$ cat config.mk
export PLATFORM = sky130hd
export DESIGN_NAME = control_domain
export DESIGN_NICKNAME = d
export VERILOG_FILES = /design/src/rtl/ctrl_pkg.sv /design/src/rtl/axil_bus_ctrl.sv /design/src/rtl/te_reg_file.sv /design/src/rtl/tblock_dispatcher.sv /design/src/rtl/control_domain.sv
export SDC_FILE = /design/constraint.sdc
export NUM_CORES = 1
export LEC_CHECK = 0
export ABC_AREA = 1
export ABC_CLOCK_PERIOD_IN_PS = 7400
export BUFFER_PORTS_ARGS = -buffer_cell sky130_fd_sc_hd__buf_2
export CAP_MARGIN = 20
export CORE_ASPECT_RATIO = 1.4
export CORE_UTILIZATION = 30
export DETAILED_ROUTE_END_ITERATION = 6
export GPL_TIMING_DRIVEN = 0
export MAX_ROUTING_LAYER = met4
export PLACE_DENSITY = 0.46
export SLEW_MARGIN = 25
export SYNTH_ARGS = -nofsm -noshare
export SYNTH_HDL_FRONTEND = slang
export SYNTH_SLANG_ARGS = --single-unit
export TNS_END_PERCENT = 100
$ cat constraint.sdc
create_clock -name clk_i -period 7.4 [get_ports clk_i]
set_input_delay 1.11 -clock clk_i [delete_from_list [all_inputs] [get_ports clk_i]]
set_output_delay 1.11 -clock clk_i [all_outputs]
set_load 0.05 [all_outputs]
$ cat src/rtl/ctrl_pkg.sv
/* Control domain shared definitions
   Bus and register widths, thread engine address map, and the structs
   that carry bus, launch and allocation data between the blocks */
package ctrl_pkg;

    // ####################
    // Widths and constants
    // ####################

    localparam int unsigned CTRL_WIDTH      = 32;
    localparam int unsigned ADDR_WIDTH      = 16;
    localparam int unsigned PC_WIDTH        = 16;
    localparam int unsigned TBLOCK_IDX_BITS = 8;
    localparam int unsigned TGROUP_ID_BITS  = 8;
    // One extra bit so a full group of blocks fits
    localparam int unsigned NUM_BLOCKS_BITS = TBLOCK_IDX_BITS + 1;
    localparam int unsigned STRB_WIDTH      = CTRL_WIDTH / 8;

    // Thread engine window, top 256 bytes of the map
    localparam logic [ADDR_WIDTH-1:0] TE_BASE      = 16'hFF00;
    // Read data of the error responder
    localparam logic [CTRL_WIDTH-1:0] ERR_RSP_DATA = 32'hBADCAB1E;

    // ####################
    // Enums
    // ####################

    typedef enum logic [1:0] {
        OKAY   = 2'b00,
        SLVERR = 2'b10
    } axil_resp_e;

    // Word offsets inside the thread engine window
    typedef enum logic [7:0] {
        REG_PC         = 8'h00,
        REG_DP_ADDR    = 8'h04,
        REG_NUM_BLOCKS = 8'h08,
        REG_CTRL       = 8'h0C,
        REG_STATUS     = 8'h10,
        REG_TGROUP     = 8'h14
    } te_reg_e;

    typedef enum logic [1:0] {
        IDLE,
        ACCESS,
        RESP
    } bus_state_e;

    // ####################
    // Structs
    // ####################

    // Host to subordinate, grouped per AXI channel
    typedef struct packed {
        logic                  awvalid;
        logic [ADDR_WIDTH-1:0] awaddr;
        logic                  wvalid;
        logic [CTRL_WIDTH-1:0] wdata;
        logic [STRB_WIDTH-1:0] wstrb;
        logic                  bready;
        logic                  arvalid;
        logic [ADDR_WIDTH-1:0] araddr;
        logic                  rready;
    } axil_req_t;

    // Subordinate to host
    typedef struct packed {
        logic                  awready;
        logic                  wready;
        logic                  bvalid;
        axil_resp_e            bresp;
        logic                  arready;
        logic                  rvalid;
        logic [CTRL_WIDTH-1:0] rdata;
        axil_resp_e            rresp;
    } axil_rsp_t;

    // Single register access into the thread engine
    typedef struct packed {
        logic                  valid;
        logic                  we;
        te_reg_e               offset;
        logic [CTRL_WIDTH-1:0] wdata;
        logic [STRB_WIDTH-1:0] wstrb;
    } reg_access_t;

    typedef struct packed {
        logic                       valid;
        logic [PC_WIDTH-1:0]        pc;
        logic [CTRL_WIDTH-1:0]      dp_addr;
        logic [NUM_BLOCKS_BITS-1:0] num_blocks;
        logic [TGROUP_ID_BITS-1:0]  tgroup_id;
    } launch_cmd_t;

    // One block handed to the compute clusters
    typedef struct packed {
        logic [PC_WIDTH-1:0]        pc;
        logic [CTRL_WIDTH-1:0]      dp_addr;
        logic [TBLOCK_IDX_BITS-1:0] tblock_idx;
        logic [TGROUP_ID_BITS-1:0]  tgroup_id;
    } alloc_t;

    typedef struct packed {
        logic                       busy;
        logic [NUM_BLOCKS_BITS-1:0] done_count;
    } te_status_t;

endpackage

$ cat src/rtl/axil_bus_ctrl.sv
/* Bus control unit
   AXI4-Lite subordinate with one transaction in flight; decodes the address
   to the thread engine window or answers as the error responder */
`timescale 1ns/1ps

module axil_bus_ctrl (
    input  logic                            clk_i,
    input  logic                            reset_i,
    input  ctrl_pkg::axil_req_t             axil_req_i,
    output ctrl_pkg::axil_rsp_t             axil_rsp_o,
    output ctrl_pkg::reg_access_t           reg_access_o,
    input  logic [ctrl_pkg::CTRL_WIDTH-1:0] reg_rdata_i
);
    import ctrl_pkg::*;

    bus_state_e            state_q;
    bus_state_e            state_d;

    // Captured request
    logic [ADDR_WIDTH-1:0] addr_q;
    logic [CTRL_WIDTH-1:0] wdata_q;
    logic [STRB_WIDTH-1:0] wstrb_q;
    logic                  we_q;

    // Registered response
    logic [CTRL_WIDTH-1:0] rdata_q;
    axil_resp_e            resp_q;

    logic                  wr_hs;
    logic                  rd_hs;
    logic                  in_window;
    logic                  rsp_done;

    // ####################
    // Handshakes
    // ####################

    // AW and W taken together
    assign wr_hs = (state_q == IDLE) && axil_req_i.awvalid && axil_req_i.wvalid;
    // Read only when no write is waiting
    assign rd_hs = (state_q == IDLE) && axil_req_i.arvalid
                   && !(axil_req_i.awvalid && axil_req_i.wvalid);

    assign rsp_done = (state_q == RESP)
                      && (we_q ? axil_req_i.bready : axil_req_i.rready);

    // Top 256 bytes belong to the thread engine
    assign in_window = (addr_q >= TE_BASE);

    // ####################
    // State machine
    // ####################

    always_comb begin
        state_d = state_q;
        case (state_q)
            IDLE: begin
                if (wr_hs || rd_hs) begin
                    state_d = ACCESS;
                end
            end
            // Single decode cycle
            ACCESS: state_d = RESP;
            RESP: begin
                if (rsp_done) begin
                    state_d = IDLE;
                end
            end
            default: state_d = IDLE;
        endcase
    end

    always_ff @(posedge clk_i) begin
        if (reset_i) begin
            state_q <= IDLE;
        end else begin
            state_q <= state_d;
        end
    end

    // Request capture and response registers
    always_ff @(posedge clk_i) begin
        if (wr_hs) begin
            addr_q  <= axil_req_i.awaddr;
            wdata_q <= axil_req_i.wdata;
            wstrb_q <= axil_req_i.wstrb;
            we_q    <= 1'b1;
        end else if (rd_hs) begin
            addr_q  <= axil_req_i.araddr;
            we_q    <= 1'b0;
        end
        if (state_q == ACCESS) begin
            if (in_window) begin
                resp_q  <= OKAY;
                rdata_q <= reg_rdata_i;
            end else begin
                // Error responder
                resp_q  <= SLVERR;
                rdata_q <= ERR_RSP_DATA;
            end
        end
    end

    // Register access only for window addresses
    always_comb begin
        reg_access_o.valid  = (state_q == ACCESS) && in_window;
        reg_access_o.we     = we_q;
        reg_access_o.offset = te_reg_e'(addr_q[7:0]);
        reg_access_o.wdata  = wdata_q;
        reg_access_o.wstrb  = wstrb_q;
    end

    always_comb begin
        axil_rsp_o.awready = wr_hs;
        axil_rsp_o.wready  = wr_hs;
        axil_rsp_o.arready = rd_hs;
        // Valid held until the host accepts
        axil_rsp_o.bvalid  = (state_q == RESP) && we_q;
        axil_rsp_o.bresp   = resp_q;
        axil_rsp_o.rvalid  = (state_q == RESP) && !we_q;
        axil_rsp_o.rdata   = rdata_q;
        axil_rsp_o.rresp   = resp_q;
    end

endmodule

$ cat src/rtl/te_reg_file.sv
/* Thread engine register file
   Launch configuration and status registers, launch strobe and cache flush */
`timescale 1ns/1ps

module te_reg_file #(
    parameter int unsigned NUM_BLOCKS_MAX = 256
) (
    input  logic                            clk_i,
    input  logic                            reset_i,
    input  ctrl_pkg::reg_access_t           reg_access_i,
    output logic [ctrl_pkg::CTRL_WIDTH-1:0] reg_rdata_o,
    input  ctrl_pkg::te_status_t            status_i,
    output ctrl_pkg::launch_cmd_t           launch_o,
    output logic                            flush_ic_o
);
    import ctrl_pkg::*;

    logic [PC_WIDTH-1:0]        pc_q;
    logic [CTRL_WIDTH-1:0]      dp_addr_q;
    logic [NUM_BLOCKS_BITS-1:0] num_blocks_q;
    logic                       launch_q;
    logic                       flush_q;
    // Group id tracking, advanced on each accepted launch
    logic                       busy_q;
    logic [TGROUP_ID_BITS-1:0]  next_tgroup_q;
    logic [TGROUP_ID_BITS-1:0]  last_tgroup_q;

    logic                       wr;
    logic [CTRL_WIDTH-1:0]      num_merged;

    // Byte lanes with strobe set take the new data
    function automatic logic [CTRL_WIDTH-1:0] merge_strb(
        input logic [CTRL_WIDTH-1:0] old_val,
        input logic [CTRL_WIDTH-1:0] new_val,
        input logic [STRB_WIDTH-1:0] strb
    );
        logic [CTRL_WIDTH-1:0] res;
        res = old_val;
        for (int i = 0; i < STRB_WIDTH; i++) begin
            if (strb[i]) begin
                res[8*i +: 8] = new_val[8*i +: 8];
            end
        end
        return res;
    endfunction

    assign wr = reg_access_i.valid && reg_access_i.we;
    assign num_merged = merge_strb(CTRL_WIDTH'(num_blocks_q), reg_access_i.wdata,
                                   reg_access_i.wstrb);

    always_ff @(posedge clk_i) begin
        if (reset_i) begin
            pc_q          <= '0;
            dp_addr_q     <= '0;
            num_blocks_q  <= '0;
            launch_q      <= 1'b0;
            flush_q       <= 1'b0;
            busy_q        <= 1'b0;
            next_tgroup_q <= '0;
            last_tgroup_q <= '0;
        end else begin
            // Pulses last one cycle
            launch_q <= 1'b0;
            flush_q  <= 1'b0;
            busy_q   <= status_i.busy;
            // Rising busy marks an accepted launch
            if (status_i.busy && !busy_q) begin
                last_tgroup_q <= next_tgroup_q;
                next_tgroup_q <= next_tgroup_q + 1'b1;
            end
            if (wr) begin
                case (reg_access_i.offset)
                    REG_PC: begin
                        pc_q <= PC_WIDTH'(merge_strb(CTRL_WIDTH'(pc_q), reg_access_i.wdata,
                                                     reg_access_i.wstrb));
                    end
                    REG_DP_ADDR: begin
                        dp_addr_q <= merge_strb(dp_addr_q, reg_access_i.wdata,
                                                reg_access_i.wstrb);
                    end
                    REG_NUM_BLOCKS: begin
                        // Clamp to the supported maximum
                        if (num_merged > NUM_BLOCKS_MAX) begin
                            num_blocks_q <= NUM_BLOCKS_BITS'(NUM_BLOCKS_MAX);
                        end else begin
                            num_blocks_q <= num_merged[NUM_BLOCKS_BITS-1:0];
                        end
                    end
                    REG_CTRL: begin
                        // Start in bit 0, flush in bit 1, low byte lane
                        launch_q <= reg_access_i.wstrb[0] && reg_access_i.wdata[0];
                        flush_q  <= reg_access_i.wstrb[0] && reg_access_i.wdata[1];
                    end
                    default: ;
                endcase
            end
        end
    end

    // Reads, unknown offsets give zero
    always_comb begin
        reg_rdata_o = '0;
        case (reg_access_i.offset)
            REG_PC:         reg_rdata_o = CTRL_WIDTH'(pc_q);
            REG_DP_ADDR:    reg_rdata_o = dp_addr_q;
            REG_NUM_BLOCKS: reg_rdata_o = CTRL_WIDTH'(num_blocks_q);
            REG_STATUS: begin
                reg_rdata_o[0] = status_i.busy;
                // Upper bit only set for a full 256 block group
                reg_rdata_o[8 +: NUM_BLOCKS_BITS] = status_i.done_count;
            end
            REG_TGROUP:     reg_rdata_o = CTRL_WIDTH'(last_tgroup_q);
            default:        reg_rdata_o = '0;
        endcase
    end

    assign launch_o.valid      = launch_q;
    assign launch_o.pc         = pc_q;
    assign launch_o.dp_addr    = dp_addr_q;
    assign launch_o.num_blocks = num_blocks_q;
    assign launch_o.tgroup_id  = next_tgroup_q;
    assign flush_ic_o          = flush_q;

endmodule

$ cat src/rtl/tblock_dispatcher.sv
/* Thread block dispatcher
   Hands out the blocks of a launch to free warps and counts completions */
`timescale 1ns/1ps

module tblock_dispatcher #(
    parameter int unsigned NUM_BLOCKS_MAX = 256
) (
    input  logic                                clk_i,
    input  logic                                reset_i,
    input  ctrl_pkg::launch_cmd_t               launch_i,
    output ctrl_pkg::te_status_t                status_o,
    input  logic                                warp_free_i,
    output logic                                allocate_warp_o,
    output ctrl_pkg::alloc_t                    allocate_o,
    output logic                                tblock_done_ready_o,
    input  logic                                tblock_done_i,
    input  logic [ctrl_pkg::TGROUP_ID_BITS-1:0] tblock_done_id_i
);
    import ctrl_pkg::*;

    logic                       busy_q;
    // Latched launch
    logic [PC_WIDTH-1:0]        pc_q;
    logic [CTRL_WIDTH-1:0]      dp_addr_q;
    logic [NUM_BLOCKS_BITS-1:0] num_blocks_q;
    logic [TGROUP_ID_BITS-1:0]  tgroup_q;
    // Progress counters
    logic [NUM_BLOCKS_BITS-1:0] alloc_cnt_q;
    logic [NUM_BLOCKS_BITS-1:0] done_cnt_q;
    logic [NUM_BLOCKS_BITS-1:0] alloc_cnt_d;
    logic [NUM_BLOCKS_BITS-1:0] done_cnt_d;

    logic                       accept;
    logic                       done_fire;

    // No launch taken while one is running
    assign accept = launch_i.valid && !busy_q;

    // One block per cycle while warps are free
    assign allocate_warp_o = busy_q && (alloc_cnt_q < num_blocks_q) && warp_free_i;

    assign tblock_done_ready_o = busy_q;
    // Only completions of the running group count
    assign done_fire = tblock_done_i && tblock_done_ready_o
                       && (tblock_done_id_i == tgroup_q) && (done_cnt_q < num_blocks_q);

    assign alloc_cnt_d = alloc_cnt_q + NUM_BLOCKS_BITS'(allocate_warp_o);
    assign done_cnt_d  = done_cnt_q + NUM_BLOCKS_BITS'(done_fire);

    always_ff @(posedge clk_i) begin
        if (reset_i) begin
            busy_q      <= 1'b0;
            alloc_cnt_q <= '0;
            done_cnt_q  <= '0;
        end else if (accept) begin
            busy_q      <= 1'b1;
            alloc_cnt_q <= '0;
            done_cnt_q  <= '0;
        end else if (busy_q) begin
            alloc_cnt_q <= alloc_cnt_d;
            done_cnt_q  <= done_cnt_d;
            // Finished once every block is out and back
            if (alloc_cnt_d == num_blocks_q && done_cnt_d == num_blocks_q) begin
                busy_q <= 1'b0;
            end
        end
    end

    // Launch payload
    always_ff @(posedge clk_i) begin
        if (accept) begin
            pc_q      <= launch_i.pc;
            dp_addr_q <= launch_i.dp_addr;
            tgroup_q  <= launch_i.tgroup_id;
            // Guard against counts above the supported maximum
            if (launch_i.num_blocks > NUM_BLOCKS_MAX) begin
                num_blocks_q <= NUM_BLOCKS_BITS'(NUM_BLOCKS_MAX);
            end else begin
                num_blocks_q <= launch_i.num_blocks;
            end
        end
    end

    assign allocate_o.pc         = pc_q;
    assign allocate_o.dp_addr    = dp_addr_q;
    assign allocate_o.tblock_idx = alloc_cnt_q[TBLOCK_IDX_BITS-1:0];
    assign allocate_o.tgroup_id  = tgroup_q;

    assign status_o.busy       = busy_q;
    assign status_o.done_count = done_cnt_q;

endmodule

$ cat src/rtl/control_domain.sv
/* Control domain top level
   Host bus control, thread engine registers and block dispatcher */
`timescale 1ns/1ps

module control_domain #(
    parameter int unsigned NUM_BLOCKS_MAX = 256
) (
    input  logic                                clk_i,
    input  logic                                reset_i,

    // Host port
    input  ctrl_pkg::axil_req_t                 axil_req_i,
    output ctrl_pkg::axil_rsp_t                 axil_rsp_o,

    // Instruction cache flush toward compute clusters
    output logic                                flush_ic_o,

    // Block allocation
    input  logic                                warp_free_i,
    output logic                                allocate_warp_o,
    output ctrl_pkg::alloc_t                    allocate_o,

    // Block completion
    output logic                                tblock_done_ready_o,
    input  logic                                tblock_done_i,
    input  logic [ctrl_pkg::TGROUP_ID_BITS-1:0] tblock_done_id_i
);
    import ctrl_pkg::*;

    reg_access_t           reg_access;
    logic [CTRL_WIDTH-1:0] reg_rdata;
    launch_cmd_t           launch;
    te_status_t            status;

    // ####################
    // Bus control
    // ####################

    axil_bus_ctrl i_bus_ctrl (
        .clk_i       ( clk_i      ),
        .reset_i     ( reset_i    ),
        .axil_req_i  ( axil_req_i ),
        .axil_rsp_o  ( axil_rsp_o ),
        .reg_access_o( reg_access ),
        .reg_rdata_i ( reg_rdata  )
    );

    // ####################
    // Thread engine
    // ####################

    te_reg_file #(
        .NUM_BLOCKS_MAX( NUM_BLOCKS_MAX )
    ) i_te_reg_file (
        .clk_i       ( clk_i      ),
        .reset_i     ( reset_i    ),
        .reg_access_i( reg_access ),
        .reg_rdata_o ( reg_rdata  ),
        .status_i    ( status     ),
        .launch_o    ( launch     ),
        .flush_ic_o  ( flush_ic_o )
    );

    tblock_dispatcher #(
        .NUM_BLOCKS_MAX( NUM_BLOCKS_MAX )
    ) i_dispatcher (
        .clk_i              ( clk_i               ),
        .reset_i            ( reset_i             ),
        .launch_i           ( launch              ),
        .status_o           ( status              ),
        .warp_free_i        ( warp_free_i         ),
        .allocate_warp_o    ( allocate_warp_o     ),
        .allocate_o         ( allocate_o          ),
        .tblock_done_ready_o( tblock_done_ready_o ),
        .tblock_done_i      ( tblock_done_i       ),
        .tblock_done_id_i   ( tblock_done_id_i    )
    );

endmodule

Word-level counts from Yosys, hierarchy flattened
Cells that the tools add are included.
Widths: inputs -> output; s select.
{"block": "classes", "addsub": 3, "magnitude_cmp": 5, "eq_ne": 12, "n_mux": 19, "n_bitwise": 2, "reduce_logical": 39}
{"cell": "$pmux 9 s4", "n": 1}
{"cell": "$gt 32x9->1 const B", "n": 1}
{"cell": "$mux 16", "n": 2}
{"cell": "$mux 8", "n": 4}
{"cell": "$pmux 7 s4", "n": 1}
{"cell": "$logic_and 1x1->1", "n": 20}
{"cell": "$add 9x1->9", "n": 2}
{"cell": "$eq 9x9->1", "n": 2}
{"cell": "$lt 9x9->1", "n": 2}
{"cell": "$reduce_and 3->1", "n": 6}
{"cell": "$eq 8x4->1 const B", "n": 2}
{"cell": "$eq 8x5->1 const B", "n": 2}
{"cell": "$ge 16x16->1 const B", "n": 1}
{"cell": "$mux 15", "n": 1}
{"cell": "$gt 9x9->1 const B", "n": 1}
{"cell": "$mux 9", "n": 1}
{"cell": "$add 8x1->8 const B", "n": 1}
{"cell": "$eq 8x3->1 const B", "n": 1}
{"cell": "$eq 8x8->1", "n": 1}
{"cell": "$logic_not 8->1", "n": 1}
{"cell": "$mux 2", "n": 3}
{"cell": "$pmux 2 s3", "n": 1}
{"cell": "$reduce_and 2->1", "n": 3}
{"cell": "$pmux 1 s5", "n": 1}
{"cell": "12 further kinds", "n": 19}
{"block": "totals", "register_bits": 249, "inputBits": 85, "output_inout_bits": 108, "elab_cells": 107}

Longest topological paths before layout
{"block": "depth", "depth_word": 9, "mapped_depth": 27, "ltp_nobuf": 27}

Cells and area by module
Synthesis repeated with hierarchy kept, for this count alone.
{"block": "unflattened", "hier_cells": 1200, "hier_area_um2": 11099.4}
{"module": "tblock_dispatcher", "n_inst": 1, "cells_per_inst": 404, "area_per_inst_um2": 4017.6}
{"module": "te_reg_file", "n_inst": 1, "cells_per_inst": 562, "area_per_inst_um2": 3751.1}
{"module": "axil_bus_ctrl", "n_inst": 1, "cells_per_inst": 234, "area_per_inst_um2": 3330.7}

Worst setup path before layout
No wires, ideal clock.
{"block": "synth_path", "path_kind": "input port to output port", "startpoint": "input port axil_req_i[55] (netlist name)", "endpoint": "output port axil_rsp_o[39] (netlist name)", "arrival_time_ns": 3.004, "path_slack_ns": 3.286, "cell_stages": 6, "cell_sequence": "nand2_1 inv_1 nand2_1 clkinv_1 clkbuf_1 buf_4"}
{"block": "synth_via", "elab_chain_cells": 1}
{"item": "start: declaration", "line": "control_domain.sv:12", "source": "input ctrl_pkg::axil_req_t axil_req_i,"}
{"item": "$logic_and 1x1->1", "line": "axil_bus_ctrl.sv:39", "source": "assign wr_hs = (state_q == IDLE) && axil_req_i.awvalid && axil_req_i.wvalid;"}
{"item": "end: declaration", "line": "control_domain.sv:13", "source": "output ctrl_pkg::axil_rsp_t axil_rsp_o,"}
No other way between the ends.

Worst setup path after layout
Same ends and word-level chain as after synthesis.

==> impl.org <==
** Critical path
- Along the worst path, the maximum fanout reaches 47.
- Data arrives at the worst endpoint at 2.62 ns.
- CP Class :: in -> out
- WP data required :: 6.29 ns
- Critical path endpoint category :: primary output
- The worst setup path is launched from an input port.

** Routing
- The first detailed-routing pass ran for 5 iterations.
- Routed wire length :: 30100 µm
- DR iter-0 viols :: 310
- The detail route stage leaves a number of antenna-violating nets equal to 0.
- Post-detailed-route DRC marker count :: 0
- Wirelength per Cell :: 17.0 µm
- After detailed routing, the number of vias per cell comes to 4.60.
- Across all layers, the routed design uses 8139 vias.

** Synth
- EDFF count, synth :: 150
- Counting flops and latches in the post-synthesis netlist gives 248.
- The synthesized netlist contains 40 unique library cells.
- Syn Area/Cell :: 9.71 µm²
- Syn. warnings :: 0
- In the synthesized netlist the dominant register cell turns out to be sky130_fd_sc_hd__edfxtp_1.
- Share of the yosys chip area belonging to registers :: 61.9%
- Synthesis produced a netlist whose cell count is 1077.
- Asr flop ratio synth :: 0%
- Cell area after synthesis :: 0.0105 mm²

** Timing
- The number of hold-slack violations in the final timing report came to 0.
- Max-slew violation count :: 0
- Final-layout worst hold slack :: 0.451 ns
- Setup repair after global routing left no endpoint under its margin.
- After layout, the minimum clock period comes to 3.73 ns.
- Max Clock Skew :: 0.0188 ns
- Achievable frequency :: 268 MHz
- For the final routed database, the setup TNS stands at 0 ns.
- Post-route fraction of the period consumed by the critical path :: 50.4%
- Relative max-transition margin :: 41.7%
- Setup violations remaining at the end of the flow were counted as 0.
- For the pin with the worst max-slew slack, the measured transition is 0.874 ns.

** Hold path
- The path class of the tightest hold or removal check is reg -> reg.

** Floorplanning
- Height of the die :: 223 µm
- IO Count :: 193
- The die is 160 µm wide.
- Once the floorplan was initialized, standard cells occupied 30.5% of the core.
- Site row count :: 80
- Die area :: 0.0356 mm²
- Total core area :: 0.0342 mm²

** CTS
- Maximum level of the CTS H-tree :: 1
- Worst skew pair latency :: 0.55 ns
- In this run the post-CTS setup repair buffer count came out at 0.
- CTS hold repair buffers :: 0
- Clock-pin slew on the worst setup and hold paths :: 0.06 ns
- Resized Gates After CTS :: 0
- CTS root buffer :: sky130_fd_sc_hd__clkbuf_16
- For this design, the sink count on the clock tree is 248.
- Buffers inserted during clock tree synthesis total 26.
- TritonCTS built the clock tree.
- Largest buffer count on any clock path :: 3

** Place
- Routability-driven placement finished with a final weighted congestion of 0.878.
- During placement, the flow inserted port buffers numbering 189.
- Once detailed placement completed, the half-perimeter wirelength came to 22600 µm.

** Cells and area
- Synth-to-layout area growth :: 24.3%
- Leaving out fill and tap cells, the most frequent cell in the layout is sky130_fd_sc_hd__nand2_1.
- Commonest non-fill, non-tap cells in the layout :: sky130_fd_sc_hd__nand2_1 (248), sky130_fd_sc_hd__buf_2 (197), sky130_fd_sc_hd__edfxtp_1 (150)
- Net count reported at finish :: 1404
- Fraction of final layout cells sized beyond drive strength 1 :: 21.4%

** GRT
- The initial antenna violation count was 3.
- Pin count of the biggest net entering global routing :: 48
- In the global route stage, overall resource usage came out at 17.3%.
- Wire length of the first global-routing pass :: 45600 µm
- The number of global-route vias before repair was 8091.
- Total overflow reported by the global router :: 0

** Power
- Design internal power :: 2.44 mW
- Summed over all cells, the static leakage comes to 5.52 nW.
- Per report_power, the combinational group accounts for 4.8% of the total.
- Proportion of power drawn by the clock network :: 47.0%
- Largest voltage drop on the vdd net :: 0.161 mV
- Sequential group share of total power :: 48.2%
- Switching power total :: 0.682 mW
- Total power density per cell area :: 240 mW/mm²
- Net switching is 21.8% of the power.

** Run
- Max-cap violations in this run came to 0.

** Status
- Status :: completed
## through the flow
stage	total power, mW	instance area, µm²	worst slack, ns	instances	utilization (%)
2_1_floorplan	1.62	10500	3.29	1078	-
3_3_place_gp	1.69	12000	2.17	1718	35.0
3_5_place_dp	1.69	12000	3.41	1720	35.1
4_1_cts	3.16	13000	3.59	1768	37.9
5_1_grt	3.23	13000	3.51	1771	38.0
6_report	3.12	13000	3.67	1771	38.0
## cells by family after synthesis
family,synth area share [%]
AOI/OAI and AO/OA,11.0
DFF,61.9
other,0.0359
and+or+nand+nor,16.7
adders and majority gates,2.63
xor gates and xnor gates,0.551
buffers and inverters,7.24
## power groups by stage
| stage | sequential [mW] | clock (mW) | combinational [mW] |
|---|---|---|---|
| 2_1_floorplan | 1.56 | 0 | 0.0670 |
| 4_1_cts | 1.51 | 1.50 | 0.154 |
| 3_3_place_gp | 1.54 | 0 | 0.149 |
| 6_report | 1.51 | 1.47 | 0.150 |
| 3_5_place_dp | 1.54 | 0 | 0.154 |
| 5_1_grt | 1.51 | 1.56 | 0.164 |
## sequential cells by signal (all words and copies together) (netlist names), 2 cells and up
signal / cells
i_dispatcher.num_blocks_q: 9
i_bus_ctrl.wstrb_q: 4
i_te_reg_file.last_tgroup_q: 8
i_te_reg_file.next_tgroup_q: 8
i_dispatcher.tgroup_q: 8
i_te_reg_file.dp_addr_q: 32
i_dispatcher.done_cnt_q: 9
i_bus_ctrl.wdata_q: 32
i_te_reg_file.num_blocks_q: 9
i_dispatcher.alloc_cnt_q: 9
i_bus_ctrl.state_q: 2
i_dispatcher.dp_addr_q: 32
i_bus_ctrl.addr_q: 16
i_te_reg_file.pc_q: 16
i_dispatcher.pc_q: 16
i_bus_ctrl.rdata_q: 32
## synthesized netlist by cell type (5+ instances only)
| master | count | share of area (%) |
|---|---|---|
| sky130_fd_sc_hd__dfxtp_1 | 98 | 19 |
| sky130_fd_sc_hd__nor3_1 | 20 | 0.96 |
| sky130_fd_sc_hd__o211ai_1 | 7 | 0.50 |
| sky130_fd_sc_hd__clkbuf_1 | 19 | 0.68 |
| sky130_fd_sc_hd__nand2_1 | 248 | 8.9 |
| sky130_fd_sc_hd__o21ai_0 | 98 | 4.7 |
| sky130_fd_sc_hd__nand3_1 | 47 | 2.3 |
| sky130_fd_sc_hd__inv_1 | 125 | 4.5 |
| sky130_fd_sc_hd__buf_4 | 18 | 1.3 |
| sky130_fd_sc_hd__nor4_1 | 5 | 0.30 |
| sky130_fd_sc_hd__a21oi_1 | 90 | 4.3 |
| sky130_fd_sc_hd__ha_1 | 22 | 2.6 |
| sky130_fd_sc_hd__buf_2 | 8 | 0.38 |
| sky130_fd_sc_hd__nand4_1 | 11 | 0.66 |
| sky130_fd_sc_hd__nor2_1 | 66 | 2.4 |
| sky130_fd_sc_hd__edfxtp_1 | 150 | 43 |
## area by class of cell
type | instances | area (µm²)
Buffer | 48 | 284
Sequential cell | 248 | 6470
Antenna cell | 3 | 7.51
Fill cell | 3527 | 21200
Timing Repair Buffer | 191 | 993
Multi-Input combinational cell | 655 | 3230
Tap cell | 451 | 564
Inverter | 127 | 479
Clock inverter | 18 | 246
Clock buffer | 30 | 718
## worst max-delay path: stages
cell	delay, ns
sky130_fd_sc_hd__buf_2	0.08
sky130_fd_sc_hd__nand2_1	0.04
sky130_fd_sc_hd__inv_1	0.07
sky130_fd_sc_hd__nand2_1	0.08
sky130_fd_sc_hd__clkinv_1	0.16
sky130_fd_sc_hd__clkbuf_4	0.61
sky130_fd_sc_hd__buf_4	0.21
sky130_fd_sc_hd__buf_2	0.25
## worst paths after layout
| kind | start | end | slack, ns | cells past startpoint |
|---|---|---|---|---|
| setup / recovery | axil_req_i[55] | axil_rsp_o[39] | 3.67 | 8 |
| hold / removal | i_te_reg_file.dp_addr_q[17]$_SDFFE_PP0P_ | i_dispatcher.dp_addr_q[17]$_DFFE_PP_ | 0.45 | 0 |
| setup reg to reg | i_dispatcher.tblock_done_ready_o$_SDFF_PP0_ | i_dispatcher.tblock_done_ready_o$_SDFF_PP0_ | 3.97 | 20 |
| hold reg to reg | i_te_reg_file.dp_addr_q[17]$_SDFFE_PP0P_ | i_dispatcher.dp_addr_q[17]$_DFFE_PP_ | 0.45 | 0 |
## metal layers
metal,wire (µm),vias to the layer above,share of wire [%],GRT usage [%]
li1,-,4089,-,-
met1,11800,3760,39,18.6
met2,15800,231,53,31.8
met3,1680,59,5.6,2.97
met4,768,0,2.6,5.68
met5,0,-,0,-
Power figures use the tool's default switching activity.
